`config.mk`:
```
export PLATFORM = sky130hd
export DESIGN_NAME = break_flush_stage
export DESIGN_NICKNAME = d
export VERILOG_FILES = /design/src/source/bwt_pkg.sv /design/src/source/break_flush_stage.sv
export SDC_FILE = /design/constraint.sdc
export NUM_CORES = 1
export LEC_CHECK = 0
export BUFFER_PORTS_ARGS = -buffer_cell sky130_fd_sc_hd__buf_2
export CORE_AREA = 4 4 406 408
export DETAILED_ROUTE_END_ITERATION = 6
export DIE_AREA = 0 0 410 412
export PLACE_DENSITY = 0.46
export SETUP_SLACK_MARGIN = 0.5
export SLEW_MARGIN = 20
export SYNTH_ARGS = -nofsm -noshare
export SYNTH_HDL_FRONTEND = slang
export SYNTH_SLANG_ARGS = --single-unit
```
`constraint.sdc`:
```
create_clock -name Clk_32UI -period 23.5 [get_ports Clk_32UI]
set_input_delay 4.7 -clock Clk_32UI [delete_from_list [all_inputs] [get_ports Clk_32UI]]
set_output_delay 4.7 -clock Clk_32UI [all_outputs]
set_load 0.05 [all_outputs]
```
`src/source/bwt_pkg.sv`:
```
`default_nettype none

package bwt_pkg;

	// ------------------------------------------------------------------
	// widths
	// ------------------------------------------------------------------
	localparam int IDX_W      = 7;  // iteration index, min interval, queue pointer
	localparam int QUERY_W    = 8;  // one query base
	localparam int READ_NUM_W = 10; // read number
	localparam int ADDR_W     = 32; // dram word address
	localparam int WORD_W     = 64; // one interval word

	// search status carried with every record
	typedef enum logic [5:0] {
		F_INIT  = 6'd0,  // first forward step, no extension yet
		F_RUN   = 6'd1,  // forward extension in progress
		F_BREAK = 6'd2,  // forward search stopped
		B_INIT  = 6'd3,  // handed on to the backward phase
		B_RUN   = 6'd4,  // backward phase, passed through here
		DONE    = 6'h3f  // empty slot
	} fwd_status_e;

	// ------------------------------------------------------------------
	// interval and candidate words
	// ------------------------------------------------------------------
	typedef struct packed {
		logic [WORD_W-1:0] info; // msb word of the queue entry
		logic [WORD_W-1:0] x2;   // interval size
		logic [WORD_W-1:0] x1;   // reverse start
		logic [WORD_W-1:0] x0;   // forward start
	} bi_interval_t;             // also the current queue data word

	typedef struct packed {
		logic [WORD_W-1:0] x2;
		logic [WORD_W-1:0] x1;
		logic [WORD_W-1:0] x0;
	} cand_t;                    // one extended interval, no info

	typedef cand_t [3:0] cand_set_t; // indexed by base

	// search record moving down the pipe
	typedef struct packed {
		fwd_status_e            status;
		logic [QUERY_W-1:0]     query;     // current base only
		logic [IDX_W-1:0]       ptr_curr;  // next free slot in curr queue
		logic [READ_NUM_W-1:0]  read_num;
		bi_interval_t           ik;
		logic [IDX_W-1:0]       forward_i; // iteration index
		logic [IDX_W-1:0]       min_intv;  // break threshold
	} ext_rec_t;

	typedef struct packed {
		logic               we;
		logic [IDX_W-1:0]   addr;
		bi_interval_t       data;
	} curr_wr_t;                 // curr queue write port

	typedef struct packed {
		logic               valid;
		logic [ADDR_W-1:0]  addr_k;
		logic [ADDR_W-1:0]  addr_l;
	} dram_req_t;                // occ table fetch for k and l

endpackage

`default_nettype wire
```
`src/source/break_flush_stage.sv`:
```
`default_nettype none

module break_flush_stage #(
	parameter int unsigned READ_LEN = 101
) (
	input  wire                         Clk_32UI,
	input  wire                         reset_BWT_extend, // sync, active low
	input  bwt_pkg::ext_rec_t           rec_i,
	input  wire [bwt_pkg::WORD_W-1:0]   primary_i,        // fixed per index
	output bwt_pkg::ext_rec_t           rec_o,
	output bwt_pkg::curr_wr_t           curr_o,           // curr queue port 2
	output logic [bwt_pkg::WORD_W-1:0]  fwd_k_o,
	output logic [bwt_pkg::WORD_W-1:0]  fwd_l_o
);

	bwt_pkg::ext_rec_t          rec_nxt;
	bwt_pkg::curr_wr_t          wr_nxt;
	logic [bwt_pkg::WORD_W-1:0] k_raw;  // start row before primary fix
	logic [bwt_pkg::WORD_W-1:0] l_raw;  // end row before primary fix
	logic [bwt_pkg::WORD_W-1:0] k_adj;
	logic [bwt_pkg::WORD_W-1:0] l_adj;

	// ------------------------------------------------------------------
	// end of read flush and hand over to backward phase
	// ------------------------------------------------------------------
	always_comb begin
		rec_nxt = rec_i;
		wr_nxt  = '0;
		if (rec_i.status == bwt_pkg::F_BREAK) begin
			rec_nxt.status = bwt_pkg::B_INIT;            // backward phase picks it up
			if (rec_i.forward_i == READ_LEN) begin
				wr_nxt.we        = 1'b1;                 // last interval of the read
				wr_nxt.addr      = rec_i.ptr_curr;
				wr_nxt.data      = rec_i.ik;
				rec_nxt.ptr_curr = rec_i.ptr_curr + 1'b1;
			end
		end
	end

	// k/l rows for the next occ lookup
	assign k_raw = rec_i.ik.x1 - 1'b1;
	assign l_raw = k_raw + rec_i.ik.x2;
	assign k_adj = (k_raw >= primary_i) ? k_raw - 1'b1 : k_raw; // skip the $ row
	assign l_adj = (l_raw >= primary_i) ? l_raw - 1'b1 : l_raw;

	always_ff @(posedge Clk_32UI) begin
		rec_o <= rec_nxt;
		if (!reset_BWT_extend) begin
			rec_o.status <= bwt_pkg::DONE;
		end
	end

	always_ff @(posedge Clk_32UI) begin
		if (!reset_BWT_extend) begin
			curr_o <= '0;          // no flush in reset
		end else begin
			curr_o <= wr_nxt;
		end
	end

	always_ff @(posedge Clk_32UI) begin
		fwd_k_o <= k_adj;          // aligned with rec_o
		fwd_l_o <= l_adj;
	end

endmodule

`default_nettype wire

```
==> impl_metrics.env <==
export IMPL_status="finished clean"
export IMPL_synthFlopType="dfxtp_1"
export IMPL_ir_worst_vdd_uv=48.7
export IMPL_multi_input_area_um2=13200
export IMPL_netlist_cell_type_count=84
export IMPL_synth_cells=2821
export IMPL_portBuffers=1059
export IMPL_cp_end_kind="flip-flop"
export IMPL_ys_ff_latch=693
export IMPL_cp_max_fo=11
export IMPL_setup_violations_final=0
export IMPL_vias_per_cell=4.32
export IMPL_htreeDepth=3
export IMPL_cts_sinks=693
export IMPL_drc=0
export IMPL_core_um2=162000
export IMPL_yosys_warnings=0
export IMPL_wire_per_inst_um=28.9
export IMPL_crit_path_start_kind="input pin"
export IMPL_post_cts_repair_setup_buffers=0
export IMPL_power_w=0.00339
export IMPL_period_share_pct=62.8
export IMPL_hold_buffers=0
export IMPL_grt_max_degree=102
export IMPL_tightest_slew_ns=1.09
export IMPL_p_leak_nw=18.8
export IMPL_synth_common_cells="dfxtp_1 (693), and3_1 (270), ha_1 (198), nor2_1 (149), nand2_1 (131)"
export IMPL_fin_util_pct=24.1
export IMPL_grt_pass1_vias=25929
export IMPL_seq_area_frac_synth_pct=49.6
export IMPL_synth_edf_count=0
export IMPL_period_minus_slack_ns=14.76
export IMPL_finalNetCount=4454
export IMPL_fillers=17712
export IMPL_die_x_um=410
export IMPL_fmax_mhz=67.7
export IMPL_tns_ns=0
export IMPL_dieHeight_um=412
export IMPL_slowest_delay_ns=0.70
export IMPL_p_int_w=0.00221
export IMPL_path_class="input pin to flip-flop"
export IMPL_gr_usage_all_layers_pct=20.1
export IMPL_syn_num_nets=3387
export IMPL_crit_path_top_delay_cell="or4_2"
export IMPL_slew_headroom_pct=27.0
export IMPL_rsz0062_at_grt="false"
export IMPL_grt_pass1_wl_um=231000
export IMPL_required_ns=24.13
export IMPL_power_switching_w=0.00118
export IMPL_pwr_share_clk_pct=40.4
export IMPL_crit_arrival_ns=15.39
export IMPL_cts_buffer_depth=3
export IMPL_pwr_share_comb_pct=22.5
export IMPL_drive_gt1_share_pct=32.6
export IMPL_final_seq_area_um2=13900
export IMPL_cts_root_buf="clkbuf_16"
export IMPL_synth_most_common_cell="dfxtp_1"
export IMPL_start_util_pct=17.3
export IMPL_swShare_pct=34.7
export IMPL_hp_class="input pin to flip-flop"
export IMPL_cp_startpoint="rec_i[82]"
export IMPL_row_count=148
export IMPL_endpoint="fwd_l_o[62]$_DFF_P_"
export IMPL_clkTransAtPathRegs_ns=0.06
export IMPL_slew_viol_final=0
export IMPL_routed_wl_um=178000
export IMPL_vias=26643
export IMPL_drtIter0Drc=2053
export IMPL_synth_avg_cell_area_um2=9.91
export IMPL_dr_pass1_iters=6
export IMPL_cts_buffers=86
export IMPL_cap_violations=0
export IMPL_ioPinCount=1060
export IMPL_ant_nets=0
export IMPL_die_area_um2=169000
export IMPL_hold_violations=0
export IMPL_areaGrowthSynthToFinish_pct=39.0
export IMPL_power_density_nw_per_um2=87.3
export IMPL_yosysTopAreaCell="dfxtp_1"
export IMPL_synth_area_um2=28000
export IMPL_cts_tree="yes"
export IMPL_globalRouteOverflowTotal=0
export IMPL_synth_async_reset_ratio_pct=0
export IMPL_antenna_found_initial=84
export IMPL_netlist_area_leader_share_pct=49.6
export IMPL_hpwl_um=152000
export IMPL_ctsResizeCount=0
export IMPL_place_congestion=0.952
export IMPL_timing_critical_path_mode_cell="nand3_1"
export IMPL_synthTopCellsByArea="dfxtp_1 (50%), ha_1 (8.9%), and3_1 (6.0%)"
export IMPL_seqPwrFrac_pct=37.1
-- how the worst min path moves through the flow --
stage                     from                  to  slack [ns]  cells after the start
floorplan             rec_i[0]    rec_o[0]$_DFF_P_        4.73                      0
global placement      rec_i[3]    rec_o[3]$_DFF_P_        4.80                      1
detailed placement  rec_i[294]  rec_o[294]$_DFF_P_        4.80                      1
CTS                 rec_i[272]  rec_o[272]$_DFF_P_        3.99                      1
global route        rec_i[272]  rec_o[272]$_DFF_P_        4.04                      1
finish              rec_i[272]  rec_o[272]$_DFF_P_        4.06                      1
-- metrics by stage --
step	setup slack, ns	hold WS [ns]	area [um^2]	std cells
global route	7.92	4.04	38800	6146
global placement	8.29	4.80	35800	5975
finish	8.74	4.06	38900	6172
detailed placement	8.15	4.80	35800	5975
CTS	8.85	3.99	38800	6134
floorplan	10.80	4.73	28000	2821
-- layout make-up --
class,count,share of cell area (%)
multi-input cells,1890,34.0
diodes,38,0.245
flip-flops and latches,693,35.7
inverters,120,1.16
repair buffers,1097,14.4
well taps,2175,7.00
clock inverters,44,1.36
clock buffers,115,6.20
-- per-layer routing --
| layer | track usage, % | vias up | share of wire, % |
|---|---|---|---|
| met5 | 0 | - | 0.10 |
| met1 | 23.3 | 12909 | 39 |
| li1 | - | 12247 | - |
| met3 | 7.10 | 313 | 9.3 |
| met2 | 33.4 | 1146 | 46 |
| met4 | 8.90 | 28 | 5.0 |
-- critical path, delay by kind of cell --
kind                       cells  cell delay, ns
and+or+nand+nor               15            6.43
xor gates and xnor gates       2            0.44
buffers and inverters          3            0.52
adders and majority gates      2            0.81
AOI/OAI and AO/OA              9            2.44
-- registers in the layout, summed over array words and instances (netlist names) --
name,count
fwd_l_o,64
curr_o,264
rec_o,301
fwd_k_o,64
-- placed cells by master, fill, tap and decap left out, drive strengths merged, types with 11 or more instances in the layout --
cell type / instances
nor2b: 20
a31oi: 11
dfxtp: 693
or4: 24
o31ai: 11
clkbuf: 116
nand2: 131
nor4: 45
o211ai: 20
nor3: 93
nand4: 57
xor2: 113
nor2: 149
clkinv: 26
a21o: 80
nand2b: 21
nand3: 55
ha: 198
or3: 51
a21oi: 124
o21ai: 82
and3: 271
a211oi: 16
o21a: 16
xnor2: 106
diode: 38
inv: 128
or2: 19
and2: 27
buf: 1096
a221oi: 11
-- power by group through the flow --
| stage | clock [W] | sequential [W] | combinational (W) |
|---|---|---|---|
| floorplan | 0 | 0.00149 | 0.000249 |
| global placement | 0 | 0.00129 | 0.000760 |
| detailed placement | 0 | 0.00128 | 0.000761 |
| CTS | 0.00141 | 0.00126 | 0.000765 |
| global route | 0.00146 | 0.00126 | 0.000809 |
| finish | 0.00137 | 0.00126 | 0.000764 |
-- cell families after synthesis --
group,after synthesis,share of synthesized area (%)
flip-flops,693,49.6
AND/OR/NAND/NOR,1015,20.4
buffers and inverters,238,3.27
AO/OA/AOI/OAI,446,10.5
XOR/XNOR,220,6.94
adder cells (fa/ha/maj),199,8.93
multiplexers,10,0.367
No activity file was read; power rests on OpenSTA's default activity.
