==> src/source/bwt_pkg.sv <==
`default_nettype none

package bwt_pkg;

	// ------------------------------------------------------------------
	// widths
	// ------------------------------------------------------------------
	localparam int IDX_W      = 7;  // iteration index, min interval, queue pointer
	localparam int QUERY_W    = 8;  // one query base
	localparam int READ_NUM_W = 10; // read number
	localparam int ADDR_W     = 32; // dram word address
	localparam int WORD_W     = 64; // one interval word

	// search status carried with every record
	typedef enum logic [5:0] {
		F_INIT  = 6'd0,  // first forward step, no extension yet
		F_RUN   = 6'd1,  // forward extension in progress
		F_BREAK = 6'd2,  // forward search stopped
		B_INIT  = 6'd3,  // handed on to the backward phase
		B_RUN   = 6'd4,  // backward phase, passed through here
		DONE    = 6'h3f  // empty slot
	} fwd_status_e;

	// ------------------------------------------------------------------
	// interval and candidate words
	// ------------------------------------------------------------------
	typedef struct packed {
		logic [WORD_W-1:0] info; // msb word of the queue entry
		logic [WORD_W-1:0] x2;   // interval size
		logic [WORD_W-1:0] x1;   // reverse start
		logic [WORD_W-1:0] x0;   // forward start
	} bi_interval_t;             // also the current queue data word

	typedef struct packed {
		logic [WORD_W-1:0] x2;
		logic [WORD_W-1:0] x1;
		logic [WORD_W-1:0] x0;
	} cand_t;                    // one extended interval, no info

	typedef cand_t [3:0] cand_set_t; // indexed by base

	// search record moving down the pipe
	typedef struct packed {
		fwd_status_e            status;
		logic [QUERY_W-1:0]     query;     // current base only
		logic [IDX_W-1:0]       ptr_curr;  // next free slot in curr queue
		logic [READ_NUM_W-1:0]  read_num;
		bi_interval_t           ik;
		logic [IDX_W-1:0]       forward_i; // iteration index
		logic [IDX_W-1:0]       min_intv;  // break threshold
	} ext_rec_t;

	typedef struct packed {
		logic               we;
		logic [IDX_W-1:0]   addr;
		bi_interval_t       data;
	} curr_wr_t;                 // curr queue write port

	typedef struct packed {
		logic               valid;
		logic [ADDR_W-1:0]  addr_k;
		logic [ADDR_W-1:0]  addr_l;
	} dram_req_t;                // occ table fetch for k and l

endpackage

`default_nettype wire
==> src/source/hit_check_stage.sv <==
`default_nettype none

module hit_check_stage (
	input  wire                     Clk_32UI,
	input  wire                     reset_BWT_extend, // sync, active low
	input  bwt_pkg::ext_rec_t       rec_i,
	input  bwt_pkg::cand_set_t      cand_i,
	output bwt_pkg::ext_rec_t       rec_o,
	output bwt_pkg::cand_t          pick_o,   // chosen candidate
	output logic                    update_o, // replace ik and advance i
	output bwt_pkg::curr_wr_t       curr_o    // curr queue port 1
);

	logic [1:0]         sel;      // complemented base
	bwt_pkg::cand_t     pick;
	bwt_pkg::ext_rec_t  rec_nxt;
	bwt_pkg::curr_wr_t  wr_nxt;
	logic               upd_nxt;

	assign sel  = 2'd3 - rec_i.query[1:0]; // base 0 takes candidate 3
	assign pick = cand_i[sel];

	// ------------------------------------------------------------------
	// interval change test and break decision
	// ------------------------------------------------------------------
	always_comb begin
		rec_nxt = rec_i;
		wr_nxt  = '0;  // idle write
		upd_nxt = 1'b0;
		if (rec_i.status == bwt_pkg::F_RUN) begin
			if (rec_i.query > 8'd3) begin
				wr_nxt.we        = 1'b1;                 // ambiguous base, store and stop
				wr_nxt.addr      = rec_i.ptr_curr;
				wr_nxt.data      = rec_i.ik;
				rec_nxt.ptr_curr = rec_i.ptr_curr + 1'b1;
				rec_nxt.status   = bwt_pkg::F_BREAK;
			end else if (pick.x2 != rec_i.ik.x2) begin
				wr_nxt.we        = 1'b1;                 // interval shrank, keep old one
				wr_nxt.addr      = rec_i.ptr_curr;
				wr_nxt.data      = rec_i.ik;
				rec_nxt.ptr_curr = rec_i.ptr_curr + 1'b1;
				if (pick.x2 < rec_i.min_intv) begin
					rec_nxt.status = bwt_pkg::F_BREAK;   // too few hits left
				end else begin
					upd_nxt = 1'b1;                      // take the new interval
				end
			end
			// equal size means no write and no update
		end
	end

	always_ff @(posedge Clk_32UI) begin
		rec_o <= rec_nxt;
		if (!reset_BWT_extend) begin
			rec_o.status <= bwt_pkg::DONE;
		end
	end

	// control outputs cleared in reset
	always_ff @(posedge Clk_32UI) begin
		if (!reset_BWT_extend) begin
			curr_o   <= '0;
			update_o <= 1'b0;
		end else begin
			curr_o   <= wr_nxt;
			update_o <= upd_nxt;
		end
	end

	always_ff @(posedge Clk_32UI) begin
		pick_o <= pick; // used one stage later
	end

endmodule

`default_nettype wire

==> config.mk <==
export PLATFORM = sky130hd
export DESIGN_NAME = hit_check_stage
export DESIGN_NICKNAME = d
export VERILOG_FILES = /design/src/source/bwt_pkg.sv /design/src/source/hit_check_stage.sv
export SDC_FILE = /design/constraint.sdc
export NUM_CORES = 1
export LEC_CHECK = 0
export ABC_AREA = 1
export ABC_CLOCK_PERIOD_IN_PS = 3400
export BUFFER_PORTS_ARGS = -buffer_cell sky130_fd_sc_hd__buf_2
export CELL_PAD_IN_SITES_DETAIL_PLACEMENT = 0
export CELL_PAD_IN_SITES_GLOBAL_PLACEMENT = 1
export CORE_AREA = 2 2 712 714
export CTS_BUF_LIST = sky130_fd_sc_hd__clkbuf_16
export CTS_CLUSTER_DIAMETER = 120
export CTS_CLUSTER_SIZE = 30
export DETAILED_ROUTE_END_ITERATION = 7
export DIE_AREA = 0 0 714 716
export HOLD_SLACK_MARGIN = 0.05
export PLACE_DENSITY = 0.35
export SLEW_MARGIN = 20
export SYNTH_ARGS = -nofsm -noshare
export SYNTH_HDL_FRONTEND = slang
export SYNTH_SLANG_ARGS = --single-unit
==> constraint.sdc <==
create_clock -name Clk_32UI -period 3.4 [get_ports Clk_32UI]
set_input_delay 0.17 -clock Clk_32UI [delete_from_list [all_inputs] [get_ports Clk_32UI]]
set_output_delay 0.17 -clock Clk_32UI [all_outputs]
set_load 0.01 [all_outputs]
==> parameters.txt <==
Parameter                              Value

Final layout
  Leading cell type in the layout, fill and taps excluded    sky130_fd_sc_hd__buf_2
  Post-route insts no fill    12800
  Nets    around 7000
  Commonest non-fill, non-tap cells in the layout    sky130_fd_sc_hd__buf_2 (1826), sky130_fd_sc_hd__dlygate4sd3_1 (1067), sky130_fd_sc_hd__dfxtp_1 (758), sky130_fd_sc_hd__nor2_1 (574), sky130_fd_sc_hd__nand2_1 (510)
  Layout area overhead    130%
  # fillers    59000
  Share of post-route cells with drive strength above 1    a little over a third

Timing
  Final Hold Vio Count    0
  Slew of the pin with the lowest slew margin    0.821 ns
  Max Fclk    321 MHz
  Setup repair after global routing missed its margin    no
  Count of final max-slew check failures    0
  Final setup margin    about 0.28 ns
  Share of the cycle needed by the critical path after routing    91.7%
  Worst rel slew slack    between 40% and 50%
  Shortest clock period the worst path allows after layout    3.12 ns
  Setup Viol. Count Final    0

Detailed routing
  Routed wire per std cell    28.1 um
  Detailed Route WL    about 360000 um
  Number of DRC violations after detailed-routing iteration 0    1660
  Detailed-router iteration count before antenna repair    5
  Count of antenna-violating nets left after detailed routing    0
  Total DRC errors in the routed layout    0
  Via count    33400
  Via count normalized by instance count    2.62

Placed design
  Total half-perimeter wirelength after legalization and detailed placement    317000 um
  Placed cells    approximately 12000
  I/O Buffers    1828
  Global placer's final weighted congestion    around 0.89
  Setup Slack @ Placement    -0.615 ns

Die
  Die boundary height    716 um
  Initial Util    4.90%
  Top-level I/O count    1829
  Standard-cell rows    between 200 and 300
  Die footprint    511000 sq um
  Horizontal die dimension    714 um
  Placeable Area    504000 sq um

Logic synthesis
  Synth warn    0
  Synthesized area divided by synthesized cell count    8.32 sq um
  Simple-gate portion of the synthesized area    around a fifth
  Synth top area cells    sky130_fd_sc_hd__dfxtp_1 (61%), sky130_fd_sc_hd__nor2_1 (8.8%), sky130_fd_sc_hd__nand2_1 (7.8%)
  Number of distinct library cells after synthesis    26
  Number of synthesized register bits    approximately 760
  Portion of synthesized cell area occupied by the leading cell type    61.5%
  Share of the yosys chip area belonging to registers    between 60% and 70%
  Cell type contributing the most total cell area after synthesis    sky130_fd_sc_hd__dfxtp_1
  Post-Synthesis Cells    2968
  Post-synthesis share of cell area spent on xor and xnor gates    0.106%
  Cell area after technology mapping    24700 sq um
  Fraction of the mapped netlist area in compound gates    8.68%
  Dominant combinational cell family by area after synthesis    simple AND/OR/NAND/NOR gates
  Post-Syn Nets    4047
  Share of synthesized area spent on multiplexers    0%
  Adder and majority gate portion of the synthesized area    0.405%

Critical path
  Worst setup path start    cand_i[129]
  Worst-path fanout max    13
  Worst setup path category    in -> reg
  Capture point of the worst path    rec_o[295]
  CP Data Required Time    4.24 ns
  Type of element launching the critical path    input pin
  Data arrival time of the worst path    just under 4 ns
  Crit. End Element    flip-flop

Clock network
  Clock-pin transition on the worst setup and hold timing paths    0.11 ns
  Max clock buf depth    3
  Total clock buffers created by CTS    60
  CTS tree    built
  Number of levels in the clock H-tree    2
  Clock net sink count    758
  Library cell used as clock root buffer    sky130_fd_sc_hd__clkbuf_16
  # Post-CTS Setup Buffers    0

Power
  Leakage component of the power    between 0.02 and 0.03 uW
  Largest vdd supply drop    565 uV
  Pwr per Cell Area    between 400 and 500 nW/um^2

Flow run
  Max-cap violations    0

GRT
  Antenna violations before repair    264
  First-pass GRT wire length    428000 um
  Largest net degree at the start of global routing    95
  Total global-route track usage    13.4%
  Residual overflow from global routing    0
  Number of global-route vias before repair    between 30000 and 40000

Outcome
  Run status    completed

Worst hold path
  Class of the worst hold path    in -> reg
## power breakdown
group	internal [uW]	total, uW	switching (uW)
Clock	3870	9220	5340
Sequential	9300	9420	119
Combinational	2200	5150	2950
## kinds of logic after synthesis
group	count (synthesis)
flip-flops	758
AND/OR/NAND/NOR	1302
buffers and inverters	502
AO/OA/AOI/OAI	395
XOR/XNOR	3
adder cells (fa/ha/maj)	8
## metrics by stage
step | hold slack (ns) | utilization (%) | area (sq um) | setup TNS, ns | total power, uW
final | 0.142 | 11.3 | 56700 | 0 | 23800
after global routing | 0.0915 | 11.3 | 56700 | 0 | 25000
after CTS | 0.0502 | 11.2 | 56600 | 0 | 24600
after detailed placement | 0.274 | 8.61 | 43400 | -131.07 | 13700
after global placement | 0.272 | 8.61 | 43400 | -159.77 | 13800
after floorplan | 0.198 | - | 24700 | 0 | 10700
## cell type report
cell class	instances	area (sq um)	share of cell area (%)
multi-input combinational	1708	7490	13.2
tap	6706	8390	14.8
inverter	345	1320	2.32
sequential	758	15200	26.7
antenna	55	138	0.243
timing repair buffer	3087	21700	38.3
clock buffer	60	1500	2.65
clock inverter	49	1010	1.78
## sequential cells by signal, indices dropped and copies added, names as in the netlist
register / cells
rec_o: 301
curr_o: 264
pick_o: 192
update_o: 1
## cell usage after synthesis, drive strengths merged
cell type  number
a21boi          1
a21oi           6
and3            1
buf            67
clkbuf         90
dfxtp         758
ha              8
inv           345
nand2         513
nand3         190
nand4          15
nor2          577
nor3            1
nor4            1
o211ai          1
o21ai         259
o22ai         128
or2             4
xor2            3
## worst max-delay path, stage by stage
cell	delay, ns
sky130_fd_sc_hd__dlygate4sd3_1	0.58
sky130_fd_sc_hd__buf_2	0.14
sky130_fd_sc_hd__nand2_1	0.05
sky130_fd_sc_hd__nand3_1	0.06
sky130_fd_sc_hd__dlygate4sd3_1	0.55
sky130_fd_sc_hd__buf_4	0.15
sky130_fd_sc_hd__nand2_1	0.07
sky130_fd_sc_hd__nand2_1	0.05
sky130_fd_sc_hd__nand2_1	0.10
sky130_fd_sc_hd__nand2_1	0.06
sky130_fd_sc_hd__inv_1	0.14
sky130_fd_sc_hd__nand2_1	0.07
sky130_fd_sc_hd__nor2_1	0.19
sky130_fd_sc_hd__nand2_1	0.16
sky130_fd_sc_hd__nor2_2	0.23
sky130_fd_sc_hd__nand3_2	0.13
sky130_fd_sc_hd__buf_4	0.22
sky130_fd_sc_hd__nand3_1	0.16
sky130_fd_sc_hd__nand2_1	0.07
sky130_fd_sc_hd__nand2_1	0.05
sky130_fd_sc_hd__dlygate4sd3_1	0.53
## worst min-delay path by stage
stage / start / cells past startpoint / to
finish: rec_i[129] / 2 / rec_o[129]
global route: rec_i[147] / 2 / rec_o[147]
CTS: cand_i[420] / 4 / pick_o[36]
detailed placement: rec_i[275] / 1 / rec_o[275]
global placement: rec_i[275] / 1 / rec_o[275]
floorplan: rec_i[0] / 0 / rec_o[0]
## metal layers
metal  vias to the layer above  track usage [%]  share of wire, %
met2                      1586             23.7                49
li1                      15300                -                 -
met5                         -            0.292              0.34
met1                     15800             13.4                34
met4                       152             4.04               3.9
met3                       586             7.39                13
## timing repair
action | CTS | global route
gates resized for setup | 0 | 9
hold buffers | 1067 | 0
endpoints found under the setup margin | 0 | 4
hold endpoints to repair | 756 | 0
Note: power is estimated with default switching activity, not from simulation.
