==> src/source/bwt_pkg.sv <==
`default_nettype none

package bwt_pkg;

	// ------------------------------------------------------------------
	// widths
	// ------------------------------------------------------------------
	localparam int IDX_W      = 7;  // iteration index, min interval, queue pointer
	localparam int QUERY_W    = 8;  // one query base
	localparam int READ_NUM_W = 10; // read number
	localparam int ADDR_W     = 32; // dram word address
	localparam int WORD_W     = 64; // one interval word

	// search status carried with every record
	typedef enum logic [5:0] {
		F_INIT  = 6'd0,  // first forward step, no extension yet
		F_RUN   = 6'd1,  // forward extension in progress
		F_BREAK = 6'd2,  // forward search stopped
		B_INIT  = 6'd3,  // handed on to the backward phase
		B_RUN   = 6'd4,  // backward phase, passed through here
		DONE    = 6'h3f  // empty slot
	} fwd_status_e;

	// ------------------------------------------------------------------
	// interval and candidate words
	// ------------------------------------------------------------------
	typedef struct packed {
		logic [WORD_W-1:0] info; // msb word of the queue entry
		logic [WORD_W-1:0] x2;   // interval size
		logic [WORD_W-1:0] x1;   // reverse start
		logic [WORD_W-1:0] x0;   // forward start
	} bi_interval_t;             // also the current queue data word

	typedef struct packed {
		logic [WORD_W-1:0] x2;
		logic [WORD_W-1:0] x1;
		logic [WORD_W-1:0] x0;
	} cand_t;                    // one extended interval, no info

	typedef cand_t [3:0] cand_set_t; // indexed by base

	// search record moving down the pipe
	typedef struct packed {
		fwd_status_e            status;
		logic [QUERY_W-1:0]     query;     // current base only
		logic [IDX_W-1:0]       ptr_curr;  // next free slot in curr queue
		logic [READ_NUM_W-1:0]  read_num;
		bi_interval_t           ik;
		logic [IDX_W-1:0]       forward_i; // iteration index
		logic [IDX_W-1:0]       min_intv;  // break threshold
	} ext_rec_t;

	typedef struct packed {
		logic               we;
		logic [IDX_W-1:0]   addr;
		bi_interval_t       data;
	} curr_wr_t;                 // curr queue write port

	typedef struct packed {
		logic               valid;
		logic [ADDR_W-1:0]  addr_k;
		logic [ADDR_W-1:0]  addr_l;
	} dram_req_t;                // occ table fetch for k and l

endpackage

`default_nettype wire
==> src/source/ik_update_stage.sv <==
`default_nettype none

module ik_update_stage (
	input  wire                     Clk_32UI,
	input  wire                     reset_BWT_extend, // sync, active low
	input  bwt_pkg::ext_rec_t       rec_i,
	input  bwt_pkg::cand_t          pick_i,
	input  wire                     update_i,
	output bwt_pkg::ext_rec_t       rec_o
);

	bwt_pkg::ext_rec_t rec_nxt;

	// ------------------------------------------------------------------
	// ik = ok[c], info = i + 1, i++
	// ------------------------------------------------------------------
	always_comb begin
		rec_nxt = rec_i; // default keeps old interval
		if (update_i && (rec_i.status == bwt_pkg::F_RUN)) begin
			rec_nxt.ik.x0     = pick_i.x0;
			rec_nxt.ik.x1     = pick_i.x1;
			rec_nxt.ik.x2     = pick_i.x2;
			rec_nxt.ik.info   = rec_i.forward_i + 1'b1;  // widened to a word first
			rec_nxt.forward_i = rec_i.forward_i + 1'b1;  // next iteration
		end
	end

	always_ff @(posedge Clk_32UI) begin
		rec_o <= rec_nxt;
		if (!reset_BWT_extend) begin
			rec_o.status <= bwt_pkg::DONE;
		end
	end

endmodule

`default_nettype wire

==> config.mk <==
export PLATFORM = sky130hd
export DESIGN_NAME = ik_update_stage
export DESIGN_NICKNAME = d
export VERILOG_FILES = /design/src/source/bwt_pkg.sv /design/src/source/ik_update_stage.sv
export SDC_FILE = /design/constraint.sdc
export NUM_CORES = 1
export LEC_CHECK = 0
export ABC_AREA = 1
export BUFFER_PORTS_ARGS = -buffer_cell sky130_fd_sc_hd__buf_2
export CORE_AREA = 8 8 300 302
export DETAILED_ROUTE_END_ITERATION = 7
export DIE_AREA = 0 0 308 310
export HOLD_SLACK_MARGIN = 0.05
export PLACE_DENSITY = 0.37
export SYNTH_ARGS = -nofsm -noshare
export SYNTH_HDL_FRONTEND = slang
export SYNTH_SLANG_ARGS = --single-unit
==> constraint.sdc <==
create_clock -name Clk_32UI -period 1.16 [get_ports Clk_32UI]
set_input_delay 0 -clock Clk_32UI [delete_from_list [all_inputs] [get_ports Clk_32UI]]
set_output_delay 0 -clock Clk_32UI [all_outputs]
set_load 0.01 [all_outputs]
==> impl_results.md, run 1 <==
* Status: finished, violations left
* Failing checks: negative hold slack, negative setup slack
* CP peak stage delay at approximately 560 ps
* Layout cell share with drive strength beyond 1 at 0.382
* CTS buffer count at 38
* Critical path class: input port to register
* Final Max Tran Viols at 0
* Vias in the first global route at 13,400
* Tot GR Track Use at 0.103
* Site Rows at approximately 110
* Largest regs: rec_o (301)
* Pwr dens at 1220 nW/um^2
* Leading cell types by count after synthesis: nand2_1, dfxtp_1, inv_1
* Post-Syn Instances at between 1,000 and 1,500
* ANT nets after route at 0
* CP Data Required Time at ~1600 ps
* Critical path origin: rec_i[300]
* Min Clock Period, post-route at around 1200 ps
* Cell taking the most area after synthesis: dfxtp_1
* Max Fclk at approximately 830 MHz
* Area grow syn2layout at 136%
* Cell variety after synth at 17
* Iter 0 DRT Violations at about 550
* Setup crit end kind: register
* Setup violations, final at 3
* Gr ovfl total at 0
* Met2 Use GR at 0.191
* Mean Syn Cell Area at 8.26 um^2
* WL/cell at 15.4 um
* Final setup margin at -37.7 ps
* Max H-tree Level at 2
* Post-Syn Area at between 9000 and 10,000 um^2
* Hold Slack at -139 ps
* P_leak at 0.0113 uW
* Peak VDD IR at about 0.00080 V
* Pre-CTS setup slack at -177 ps
* GRT busiest layer: met2
* Biggest register: rec_o
* Final hold violation count at 5
* DR pass1 iterations at 5
* Placed insts at 3,087
* Area post-placement at 15,000 um^2
* Chip height at between 300 and 400 um
* DP HPWL at 40,200 um
* Synth top area cells: dfxtp_1, nand2_1, inv_1
* Met1 GRT Util at 0.104
* Initial Util at 0.108
* Global-route wire length before repair at around 76,000 um
* Max cap viols at 0
* CP Data Arrival Time at 1610 ps
* Total number of vias at about 12,000
* Post-synth EDFFs at 0
* Die Wd at a little over 300 um
* Share of synthesized registers carrying an async set or reset at 0
* Largest net degree at the start of global routing at 57
* Drt total wl at ~57,000 um
* Worst path cell trace: buf_2 -> nor2_2 -> nand2_2 -> nor2_4 -> buf_6 -> inv_16 -> clkbuf_16 -> nand2_1 -> nand2_1 -> dlygate4sd3_1
* Synth warnings at 0
* Most frequent cell after synthesis: nand2_1
* Worst-case clock buffer depth at 3
* Slew headroom at 0.839
* Tightest Pin Transition at 241 ps
* Core area at 85,700 um^2
* IO Pins at about 800
* Root Buffer: clkbuf_16
* PortBufs at roughly 800
* Crit start category: input port
* Non-Filler Instances at between 3,000 and 4,000
* Top_reg_cell synth: dfxtp_1
* Clock transition at path regs at around 50 ps
* Vias per inst at between 3 and 4
* #FFs+latches synth at 301
* Finished Cell Area at about 22,000 um^2
* Syn_nets at ~1,600
* Most common cell on crit path: nand2_1
* CTS tree: yes
* Crit-path max FO at 8
* Top-area cell type share of the netlist area at 0.651
* Nets@finish at between 3,000 and 4,000
* Antenna violations before repair at 2
* DRC errors left at 0
* Sequential area share after synthesis at 0.651
* Clock Sinks at 301
* Max reg flops at about 300
* Crit-path slowest cell: dlygate4sd3_1
* Gpl congestion at approximately 0.8
* Worst Hold Launch: rec_i[10]
* Hold Crit Class: input port to register
* Unrepaired setup endpoints after global routing: yes
* Global Route met3 Usage at 0.0414
* Final period util at 1.03
* Die area at 95,500 um^2
[what timing repair did]
action | CTS | global route
gates cloned | 0 | 10
hold buffers | 504 | 15
pin swaps | 0 | 2
setup buffers | 0 | 14
resized for setup | 12 | 56
endpoints found under the hold margin | 301 | 20
setup endpoints to repair | 4 | 34
[cell usage in the layout, fill, tap and decap left out, drive strengths merged, types with 2 or more instances in the layout]
master | synthesis | layout
buf | 44 | 875
bufinv | 0 | 2
clkbuf | 6 | 64
clkinv | 0 | 6
dfxtp | 301 | 301
dlygate4sd3 | 0 | 506
dlymetal6s4s | 0 | 7
inv | 71 | 72
nand2 | 622 | 622
nand3 | 9 | 9
nor2 | 62 | 62
o21bai | 2 | 2
[cell type report]
cell class              count  area [um^2]
repair buffers           1397        10200
diodes                      1         2.50
multi-input cells         699         2770
inverters                  71          283
clock inverters             9         98.8
well taps                1155         1450
clock buffers              55         1080
flip-flops and latches    301         6040
fillers                  9246        63800
[through the flow]
step | util | power [uW] | hold slack [ps] | setup TNS [ps]
2_1_floorplan | - | 12000 | 27.7 | 0
3_3_place_gp | 0.175 | 13800 | 102 | -24500
3_5_place_dp | 0.175 | 13800 | 104 | -22340
4_1_cts | 0.248 | 27000 | -185 | -99.0
5_1_grt | 0.255 | 27900 | -134 | -660
6_report | 0.255 | 26600 | -139 | -53.6
[where the power goes]
group          total [uW]  internal, uW  leakage, uW  switching [uW]
logic                3990          2370      0.00814            1620
registers           11100         10900      0.00254             157
clock network       11500          6850     0.000580            4690
total               26600         20200       0.0113            6470
[layer usage]
metal,part of all wire,wire length [um],vias to the layer above
li1,-,-,6079
met1,0.36,20500,5382
met2,0.51,28700,560
met3,0.094,5340,100
met4,0.040,2250,0
met5,0,0,-
[critical path: cells and delay by family]
kind	cells	cell delay (ps)
buffers and inverters	5	1070
AND/OR/NAND/NOR	5	510
[cell families after synthesis]
group           after synthesis  share of synthesized area
simple gates                694                      0.284
flops                       301                      0.651
buf+inv                     121                     0.0608
compound gates                3                    0.00216
xor+xnor                      1                   0.000946
fa+ha+maj                     1                    0.00135
[worst paths after layout]
check / end / slack, ps / depth (start not counted)
hold / removal: rec_o[209]$_DFF_P_ / -140 / 4
setup / recovery: rec_o[122]$_DFF_P_ / -40 / 10
Power figures use the tool's default switching activity.
==> run 2: changes to the inputs <==
- MAX_ROUTING_LAYER: default -> met4
==> run 2 against run 1 <==
The flow still finishes with violations (negative hold slack, negative setup slack); maximum frequency down 2.8%; combinational power hardly changed; routed wire length rose by 0.45%; clock power barely moved; final area fell by 0.30%; sequential share of layout area grew 0.084 points; critical endpoint unchanged; largest power group unchanged.
==> impl_results.md, run 2 (same netlist as run 1, synthesis figures left out) <==
* Placed insts at 3,087 (unchanged)
* CTS buffer count at 38 (unchanged)
* Vias in the first global route at 13,400 (+0.23%)
* Peak VDD IR at 0.000792 V (-0.67%)
* Most frequent cells in the layout: buf_2, nand2_1, dlygate4sd3_1
* Pwr dens at 1220 nW/um^2 (+0.12%)
* Largest regs: rec_o (301)
* FF/Latch Area at 6040 um^2 (unchanged)
* Drt total wl at 57,000 um (+0.45%)
* Status: finished, violations left
* ANT nets after route at 0 (unchanged)
* Nets@finish at 3,002 (-0.10%)
* Area grow syn2layout at 136%
* Max cap viols at 0 (unchanged)
* Final Max Tran Viols at 0 (unchanged)
* Gpl congestion at 0.835 (+1.5%)
* Clock Sinks at 301 (unchanged)
* Biggest register: rec_o
* Chip height at 310 um (unchanged)
* Worst hold stages at 3 (-1)
* Area post-placement at 15,000 um^2 (unchanged)
* Die area at 95,500 um^2 (unchanged)
* CP Data Required Time at 1570 ps (about the same)
* Setup violations, final at 6 (+3)
* Die Wd at 308 um (unchanged)
* Iter 0 DRT Violations at 584 (+6.4%)
* Clock transition at path regs at 50 ps (about the same)
* Logic pwr share at 0.149 (about the same)
* Root Buffer: clkbuf_16
* Max Fclk at 811 MHz (-2.8%)
* Initial Util at 0.108 (unchanged)
* Worst-case clock buffer depth at 3 (unchanged)
* Sw Ratio at 0.242 (-0.000780)
* DP HPWL at 40,200 um (unchanged)
* WL/cell at 15.5 um (+0.53%)
* Global-route wire length before repair at 76,300 um (-0.23%)
* Fillers at 9,255 (+0.097%)
* CTS tree: yes
* Min Clock Period, post-route at 1230 ps (+35.1 ps)
* Tightest Pin Transition at 237 ps (-4.39 ps)
* Setup crit end kind: register
* Multi-input gate area at 2740 um^2 (-0.90%)
* Hold Crit Class: input port to register
* Final period util at 1.06 (+0.0302)
* Slew headroom at 0.842 (+0.00293)
* Most common cell after layout, fill and taps aside: buf_2
* Tot GR Track Use at 0.106 (+0.00305)
* NetSw at 6430 uW (-0.51%)
* Final hold violation count at 6 (+1)
* Finished Cell Area at 21,800 um^2 (-0.30%)
* Unrepaired setup endpoints after global routing: yes
* P_leak at 0.0112 uW (-0.23%)
* Hold Slack at -234 ps (-95.5 ps)
* Site Rows at 108 (unchanged)
* Total number of vias at 12,100 (-0.12%)
* IO Pins at 797 (unchanged)
* CP Data Arrival Time at 1650 ps (+40 ps)
* Crit-path max FO at 9 (+1)
* Largest net degree at the start of global routing at 57 (unchanged)
* Layout cell share with drive strength beyond 1 at 0.381 (-0.000733)
* Failing checks: negative hold slack, negative setup slack
* Gr ovfl total at 0 (unchanged)
* DRC errors left at 0 (unchanged)
* Max H-tree Level at 2 (unchanged)
* Critical path class: input port to register
* Antenna violations before repair at 1 (-1)
* Vias per inst at 3.29 (about the same)
* Setup TNS at -175 ps (-122 ps)
* P_int at 20,100 uW (about the same)
* Final setup margin at -72.8 ps (-35.1 ps)
* Crit start category: input port
* DR pass1 iterations at 4 (-1)
* Share of power burned in the clock network at 0.433 (about the same)
* Max reg flops at 301 (unchanged)
* PortBufs at 796 (unchanged)
* Sequential power share at 0.417 (about the same)
* Non-Filler Instances at 3,685 (-0.081%)
* Core area at 85,700 um^2 (unchanged)
run 2: cell types whose count changed in the layout (fill, tap and decap cells not counted):
cell,change
nor2_2,-1
inv_2,-1
dlymetal6s4s_1,-2
nor2_1,+2
nand2_4,-1
nand2_1,+4
dlygate4sd3_1,-5
buf_4,+4
nand2_2,-3
inv_1,+1
buf_6,-1
buf_8,+1
nor2_4,-1
run 2: repair_timing:
item / in CTS / in global routing
hold buffers: 504 / 12
gates cloned: 0 / 10
hold endpoints to repair: 301 / 20
setup buffers: 0 / 18
gates resized for setup: 12 / 46
endpoints found under the setup margin: 4 / 34
pin swaps: 0 / 2
run 2: worst paths after layout:
path / endpoint / start / slack [ps]
worst max-delay path: rec_o[122]$_DFF_P_ / update_i / -70
worst min-delay path: rec_o[10]$_DFF_P_ / rec_i[10] / -230
run 2: power groups by stage:
stage / Combinational (uW) / Sequential, uW / Clock [uW]
3_3_place_gp: 2530 / 11300 / 0
6_report: 3960 / 11100 / 11500
4_1_cts: 3920 / 11100 / 12000
3_5_place_dp: 2520 / 11300 / 0
5_1_grt: 4290 / 11100 / 12400
2_1_floorplan: 424 / 11600 / 0
run 2: per-layer routing:
metal  global-route usage  up-vias  wire length, um
met5                    -        -                0
met4               0.0371        0             2150
met3               0.0354      105             4570
met2                0.190      551            28900
met1                0.108     5380            21400
li1                     -     6070                -
run 2: final cells by class:
class,count,area share
Antenna cell,1,0.000115
Clock buffer,55,0.0493
Clock inverter,9,0.00453
Inverter,71,0.0130
Multi-Input combinational cell,699,0.126
Sequential cell,301,0.277
Tap cell,1155,0.0663
Timing Repair Buffer,1394,0.464
run 2: through the flow:
| step | utilization | setup slack, ps | total power, uW |
|---|---|---|---|
| floorplan | - | 261 | 12000 |
| detailed placement | 0.175 | -177 | 13800 |
| CTS | 0.248 | -51.1 | 27000 |
| global placement | 0.175 | -184 | 13800 |
| global route | 0.255 | -112 | 27900 |
| finish | 0.255 | -72.8 | 26600 |
run 2: critical path: stages:
cell	delay, ps
buf_4	100
inv_1	40
nor2_1	80
nand2_1	90
nor2_4	170
buf_6	160
inv_16	60
clkbuf_16	200
nand2_1	80
nand2_1	60
dlygate4sd3_1	560
