## src/source/bwt_pkg.sv

```systemverilog
`default_nettype none

package bwt_pkg;

	// ------------------------------------------------------------------
	// widths
	// ------------------------------------------------------------------
	localparam int IDX_W      = 7;  // iteration index, min interval, queue pointer
	localparam int QUERY_W    = 8;  // one query base
	localparam int READ_NUM_W = 10; // read number
	localparam int ADDR_W     = 32; // dram word address
	localparam int WORD_W     = 64; // one interval word

	// search status carried with every record
	typedef enum logic [5:0] {
		F_INIT  = 6'd0,  // first forward step, no extension yet
		F_RUN   = 6'd1,  // forward extension in progress
		F_BREAK = 6'd2,  // forward search stopped
		B_INIT  = 6'd3,  // handed on to the backward phase
		B_RUN   = 6'd4,  // backward phase, passed through here
		DONE    = 6'h3f  // empty slot
	} fwd_status_e;

	// ------------------------------------------------------------------
	// interval and candidate words
	// ------------------------------------------------------------------
	typedef struct packed {
		logic [WORD_W-1:0] info; // msb word of the queue entry
		logic [WORD_W-1:0] x2;   // interval size
		logic [WORD_W-1:0] x1;   // reverse start
		logic [WORD_W-1:0] x0;   // forward start
	} bi_interval_t;             // also the current queue data word

	typedef struct packed {
		logic [WORD_W-1:0] x2;
		logic [WORD_W-1:0] x1;
		logic [WORD_W-1:0] x0;
	} cand_t;                    // one extended interval, no info

	typedef cand_t [3:0] cand_set_t; // indexed by base

	// search record moving down the pipe
	typedef struct packed {
		fwd_status_e            status;
		logic [QUERY_W-1:0]     query;     // current base only
		logic [IDX_W-1:0]       ptr_curr;  // next free slot in curr queue
		logic [READ_NUM_W-1:0]  read_num;
		bi_interval_t           ik;
		logic [IDX_W-1:0]       forward_i; // iteration index
		logic [IDX_W-1:0]       min_intv;  // break threshold
	} ext_rec_t;

	typedef struct packed {
		logic               we;
		logic [IDX_W-1:0]   addr;
		bi_interval_t       data;
	} curr_wr_t;                 // curr queue write port

	typedef struct packed {
		logic               valid;
		logic [ADDR_W-1:0]  addr_k;
		logic [ADDR_W-1:0]  addr_l;
	} dram_req_t;                // occ table fetch for k and l

endpackage

`default_nettype wire
```

## src/source/mem_request_stage.sv

```systemverilog
`default_nettype none

module mem_request_stage (
	input  wire                         Clk_32UI,
	input  wire                         reset_BWT_extend, // sync, active low
	input  bwt_pkg::ext_rec_t           rec_i,
	input  wire [bwt_pkg::WORD_W-1:0]   fwd_k_i,
	input  wire [bwt_pkg::WORD_W-1:0]   fwd_l_i,
	output bwt_pkg::ext_rec_t           rec_o,
	output bwt_pkg::dram_req_t          dram_o
);

	bwt_pkg::ext_rec_t  rec_nxt;
	bwt_pkg::dram_req_t req_nxt;

	// ------------------------------------------------------------------
	// occ fetch for records still extending forward
	// ------------------------------------------------------------------
	always_comb begin
		rec_nxt = rec_i;
		req_nxt = '0; // broken or backward records fetch nothing
		if ((rec_i.status == bwt_pkg::F_INIT) || (rec_i.status == bwt_pkg::F_RUN)) begin
			req_nxt.valid  = 1'b1;
			req_nxt.addr_k = {fwd_k_i[34:7], 4'b0000}; // 128 rows per occ block
			req_nxt.addr_l = {fwd_l_i[34:7], 4'b0000};
		end
		if (rec_i.status == bwt_pkg::F_INIT) begin
			rec_nxt.status = bwt_pkg::F_RUN; // first pass only sets up the fetch
		end
	end

	always_ff @(posedge Clk_32UI) begin
		rec_o <= rec_nxt;
		if (!reset_BWT_extend) begin
			rec_o.status <= bwt_pkg::DONE;
		end
	end

	always_ff @(posedge Clk_32UI) begin
		if (!reset_BWT_extend) begin
			dram_o <= '0;
		end else begin
			dram_o <= req_nxt;
		end
	end

endmodule

`default_nettype wire

```

## config.mk

```make
export PLATFORM = sky130hd
export DESIGN_NAME = mem_request_stage
export DESIGN_NICKNAME = d
export VERILOG_FILES = /design/src/source/bwt_pkg.sv /design/src/source/mem_request_stage.sv
export SDC_FILE = /design/constraint.sdc
export NUM_CORES = 1
export LEC_CHECK = 0
export ABC_CLOCK_PERIOD_IN_PS = 1500
export BUFFER_PORTS_ARGS = -buffer_cell sky130_fd_sc_hd__buf_2
export CAP_MARGIN = 20
export CORE_AREA = 2 2 312 314
export DETAILED_ROUTE_END_ITERATION = 8
export DIE_AREA = 0 0 314 316
export PLACE_DENSITY = 0.3
export SYNTH_ARGS = -nofsm -noshare
export SYNTH_HDL_FRONTEND = slang
export SYNTH_SLANG_ARGS = --single-unit
```

## constraint.sdc

```tcl
create_clock -name Clk_32UI -period 1.5 [get_ports Clk_32UI]
set_input_delay 0.225 -clock Clk_32UI [delete_from_list [all_inputs] [get_ports Clk_32UI]]
set_output_delay 0.225 -clock Clk_32UI [all_outputs]
set_load 0.005 [all_outputs]
```

==> results of run 1 <==
metrics by stage:
| stage | worst slack, ps | instances | TNS (ps) |
|---|---|---|---|
| floorplan | 216.4 | 508 | 0 |
| global placement | 52.56 | 2484 | 0 |
| detailed placement | -8.596 | 2484 | -8.596 |
| CTS | 36.09 | 2916 | 0 |
| global route | 0.5658 | 2916 | 0 |
| finish | 49.11 | 2916 | 0 |
cell type report:
cell class                      count  area (um^2)
Inverter                           56        210.2
Sequential cell                   358         7167
Timing Repair Buffer             1082         7272
Clock buffer                       57         1159
Fill cell                       10540        77940
Clock inverter                     14        177.7
Multi-Input combinational cell     73        475.5
Tap cell                         1276         1597
synthesized netlist by cell type:
cell type | n | area share [%]
buf_4 | 8 | 0.76
o21ai_0 | 1 | 0.063
inv_1 | 56 | 2.6
buf_6 | 3 | 0.42
nand2b_1 | 5 | 0.39
nor2_1 | 1 | 0.047
conb_1 | 1 | 0.047
nor3_2 | 20 | 2.5
nor3_1 | 36 | 2.3
buf_2 | 5 | 0.31
or4_1 | 1 | 0.094
nor2b_1 | 1 | 0.079
dfxtp_1 | 358 | 90
clkbuf_1 | 5 | 0.24
registers in the layout (all words and copies together) (netlist names):
register / flops
dram_o: 57
rec_o: 301
power groups by stage:
| stage | combinational [mW] | sequential (mW) | clock (mW) |
|---|---|---|---|
| floorplan | 0.106 | 10.3 | 0 |
| global placement | 1.19 | 10.3 | 0 |
| detailed placement | 1.17 | 10.3 | 0 |
| CTS | 1.95 | 10.1 | 10.6 |
| global route | 2.07 | 10.1 | 10.9 |
| finish | 1.91 | 10.1 | 10.0 |
logic make-up after synthesis:
kind of cell           Yosys count  share of synthesized area [%]
other                            1                        0.04715
buffers and inverters           77                          4.374
flip-flops                     358                          90.12
AND/OR/NAND/NOR                 64                          5.396
AO/OA/AOI/OAI                    1                        0.06287
what timing repair did:
action	4_1_cts	5_1_grt
setup buffers	0	0
hold buffers	361	0
hold endpoints to repair	356	0
path summary, 6_finish.rpt:
check / end / slack, ps / cells past startpoint
max: dram_o[20]$_SDFF_PN0_ / 50 / 5
min: rec_o[295]$_SDFF_PP1_ / 120 / 3
per-layer routing:
layer	vias to the layer above	GRT usage [%]	wire length, um
li1	3738	-	-
met1	3587	6.058	11800
met2	421	12.38	18780
met3	69	2.591	3200
met4	6	3.338	1271
met5	-	0	44
==> flow_metrics.py, run 1 <==
metrics = {
    "status": {
        "status": "completed",
    },
    "drt": {
        "routedWlPerCell_um": 12.04,
        "drc": 0,
        "dr.pass1.iters": 4,
        "drt_iter0_drc": 142,
        "viasPerCell": 2.682,
        "vias": 7821,
        "ant_nets": 0,
        "routed_wl_um": 35100,
    },
    "cells_and_area": {
        "drive_above_1_share_pct": 48.96,
        "antennaDiodeCount": 0,
        "utilization_pct": 18.81,
        "nNetsFinal": 2044,
        "mostFrequentLayoutCells": "buf_2, dlygate4sd3_1, dfxtp_1",
        "final_common_cell": "buf_2",
        "area_growth_syn_to_layout_pct": 127.1,
        "stdcell_area_um2": 18060,
    },
    "logic_synthesis": {
        "yosysSeqAreaShare_pct": 90.12,
        "synth_cells": 501,
        "syn_area_per_cell_um2": 15.87,
        "netlist_area_um2": 7953,
        "ys.warnings.count": 0,
        "ys_seq_elements": 358,
        "yosys.cell_types.count": 14,
    },
    "clock_tree": {
        "h-tree-depth": 2,
        "clk_pin_slew_ps": 60,
        "ctsResizeCount": 0,
        "clock_path_buffers": 3,
        "cts-root-buf": "clkbuf_16",
        "cts_tree": "built",
        "cts_buffers": 42,
        "clock-sinks": 358,
    },
    "critical_path": {
        "critPathLaunchType": "input port",
        "critPathBufInv": 3,
        "cp-end-kind": "flop",
        "worstSetupPathType": "input port to flop",
        "required_ps": 1970,
        "cp_cell_sequence": "dlygate4sd3_1 -> buf_2 -> or4_4 -> buf_12 -> nor3_1",
        "arrival_ps": 1920,
        "cp_slowest_cell": "or4_4",
        "crit_start": "rec_i[300]",
        "cp_max_fo": 37,
        "cpLargestDelayFamily": "buffers and inverters",
        "max_stage_delay_ps": 620,
    },
    "die": {
        "fp.dieArea_um2": 99220,
        "start_util_pct": 8.284,
        "rows": 114,
        "die_h_um": 316,
        "core_um2": 95990,
        "die_x_um": 314,
        "pin_count": 797,
    },
    "global_routing": {
        "antenna_found_initial": 3,
        "grt_pass1_vias": 8546,
        "grt_usage_pct": 6.554,
        "grt-ovfl-total": 0,
        "grt_pass1_wl_um": 48670,
        "grt_start_max_net_pins": 38,
    },
    "place": {
        "hpwl_um": 26750,
        "globalplace.congestion": 0.7498,
        "dpl-instance-area_um2": 13110,
        "io_buffers": 716,
    },
    "sta": {
        "maxSlewViolCount": 0,
        "hold-worst-slack_ps": 116.2,
        "fin_crit_sh_pct": 96.73,
        "min_period_ps": 1451,
        "hold_viol": 0,
        "clock.fmax_mhz": 689.2,
        "grt_setup_unrepaired": "no",
        "setup_viol": 0,
    },
    "pwr": {
        "p_int_mw": 17.15,
        "p_sw_mw": 4.873,
        "swShare_pct": 22.13,
        "vdd_drop_max_mv": 0.8182,
        "pwr-share-seq_pct": 45.7,
        "pwr-share-clk_pct": 45.6,
        "leakage_nw": 8.484,
        "power_density_nw_per_um2": 1220,
        "combPwrFrac_pct": 8.7,
        "power_mw": 22.02,
    },
    "worst_hold_path": {
        "min_path_type": "input port to flop",
        "min_from": "reset_BWT_extend",
    },
    "flow_run": {
        "max_cap_violations": 0,
    },
}
(Power assumes the default switching activity.)
==> inputs of run 2 (changes only) <==
- PLACE_DENSITY: 0.3 -> unset
- PLACE_DENSITY_LB_ADDON: unset -> 0.1
==> run 2 against run 1 <==
Die area did not move. Via count fell by 1.5%. Cell area rose by 1.0%. Core utilization rose by 0.20 points. Global-route usage rose by 0.49 points. Maximum frequency rose by 6.9%. Routed wire length rose by 7.6%. Sequential power barely moved. Clock-buffer cell count rose by 8.
==> flow_metrics.py, run 2 (synthesis gave the netlist of run 1 again) <==
metrics = {
    "pwr": {
        "vdd_drop_max_mv": 0.7728,
        "leakage_nw": 8.587,
        "power_density_nw_per_um2": 1258,
    },
    "die": {
        "die_h_um": 316,
        "pin_count": 797,
        "die_x_um": 314,
        "fp.dieArea_um2": 99220,
        "start_util_pct": 8.284,
        "rows": 114,
        "core_um2": 95990,
    },
    "status": {
        "status": "completed",
    },
    "sta": {
        "grt_setup_unrepaired": "no",
        "min_period_ps": 1358,
        "hold_viol": 0,
        "fin_crit_sh_pct": 90.52,
        "setup_tns_ps": 0,
        "setup_viol": 0,
        "maxSlewViolCount": 0,
        "clock.fmax_mhz": 736.5,
        "hold-worst-slack_ps": 41.74,
    },
    "worst_hold_path": {
        "min_path_type": "input port to flop",
        "whs_endpoint": "rec_o[300]$_SDFF_PN1_",
        "min_from": "reset_BWT_extend",
        "min_path_cells": 3,
    },
    "cells_and_area": {
        "nNetsFinal": 2048,
        "area_growth_syn_to_layout_pct": 129.4,
        "stdcell_area_um2": 18250,
        "antennaDiodeCount": 0,
        "mostFrequentLayoutCells": "buf_2, dlygate4sd3_1, dfxtp_1",
        "regMostFlops": "rec_o",
        "final_common_cell": "buf_2",
        "largest_registers": "rec_o (301), dram_o (57)",
        "final_cells": 2928,
        "utilization_pct": 19.01,
        "drive_above_1_share_pct": 49.58,
        "largest_reg_flops": 301,
    },
    "clock_tree": {
        "h-tree-depth": 2,
        "cts_setup_buffers": 0,
        "cts_buffers": 46,
        "cts-root-buf": "clkbuf_16",
        "clock_path_buffers": 3,
        "cts_tree": "built",
        "clk_pin_slew_ps": 60,
        "clock-sinks": 358,
    },
    "critical_path": {
        "critPathLaunchType": "input port",
        "path_depth": 5,
        "cpLargestDelayFamily": "buffers and inverters",
        "cp-end-kind": "flop",
        "required_ps": 2010,
        "arrival_ps": 1870,
        "max_stage_delay_ps": 570,
        "critPathBufInv": 3,
        "cp_max_fo": 29,
        "worstSetupPathType": "input port to flop",
        "cp_cell_sequence": "dlygate4sd3_1 -> buf_2 -> or4_4 -> clkbuf_16 -> nor3_1",
        "cp_slowest_cell": "or4_4",
    },
    "global_routing": {
        "grt_pass1_wl_um": 51140,
        "grt_usage_pct": 7.046,
        "grtUsageMet2_pct": 13.83,
        "grt-ovfl-total": 0,
        "grt_start_max_net_pins": 59,
        "grt_busiest_layer": "met2",
        "use_met3_pct": 3.457,
        "use_met1_pct": 5.831,
        "antenna_found_initial": 2,
        "grt_pass1_vias": 8503,
    },
    "place": {
        "io_buffers": 716,
        "hpwl_um": 28700,
        "dp.cells": 2485,
        "globalplace.congestion": 0.6911,
        "dpl-instance-area_um2": 13100,
    },
    "drt": {
        "routedWlPerCell_um": 12.90,
        "drc": 0,
        "ant_nets": 0,
        "vias": 7702,
        "routed_wl_um": 37760,
        "viasPerCell": 2.630,
        "dr.pass1.iters": 3,
        "drt_iter0_drc": 155,
    },
    "flow_run": {
        "max_cap_violations": 0,
    },
}
-- run 2: cell types whose count changed in the layout (fill, tap and decap cells not counted), moves of 2 or more --
cell           before  now
buf_12              3    1
buf_4               2    4
clkbuf_16          43   47
clkbuf_8            3    9
clkinv_2            2    7
clkinv_4            4    1
clkinvlp_4          1    3
dlygate4sd3_1     361  359
inv_16              0    2
inv_6               4    2
-- run 2: area by class of cell --
type                       count  area, um^2
sequential                   358        7167
inverter                      56       210.2
timing repair buffer        1082        7279
fill                       10660       77750
multi-input combinational     73       480.5
tap                         1276        1597
clock buffer                  65        1313
clock inverter                18       200.2
-- run 2: repair_timing --
| item | in CTS | in global routing |
|---|---|---|
| gates resized for setup | 0 | 3 |
| hold buffers | 359 | 0 |
| setup endpoints to repair | 0 | 4 |
| endpoints found under the hold margin | 356 | 0 |
-- run 2: power by group --
group / internal [mW] / switching (mW) / total [mW]
Combinational: 1.25 / 0.669 / 1.92
Sequential: 9.95 / 0.0972 / 10.1
Clock: 6.49 / 4.48 / 11.0
-- run 2: per-layer routing --
| metal | vias up | wire length, um |
|---|---|---|
| met5 | - | 26 |
| met1 | 3478 | 11770 |
| li1 | 3765 | - |
| met4 | 4 | 1297 |
| met3 | 72 | 3927 |
| met2 | 383 | 20740 |
-- run 2: stage by stage --
stage / worst slack (ps) / total power [mW]
floorplan: 216.4 / 10.44
global placement: -112.8 / 11.48
detailed placement: -132.4 / 11.45
CTS: 28.10 / 23.65
global route: 61.95 / 24.20
finish: 142.2 / 22.95
-- run 2: worst max path at each step --
| stage | startpoint | end | slack [ps] |
|---|---|---|---|
| floorplan | rec_i[300] | dram_o[29]$_SDFF_PN0_ | 220 |
| global placement | rec_i[300] | rec_o[295]$_SDFF_PP1_ | -110 |
| detailed placement | rec_i[300] | dram_o[6]$_SDFF_PN0_ | -130 |
| CTS | rec_o[273]$_DFF_P_ | rec_o[273] | 30 |
| global route | rec_o[273]$_DFF_P_ | rec_o[273] | 60 |
| finish | rec_i[297] | dram_o[14]$_SDFF_PN0_ | 140 |
-- run 2: worst min-delay path, stage by stage --
cell and delay (ps):
buf_2 120, buf_4 160, nand2b_1 80
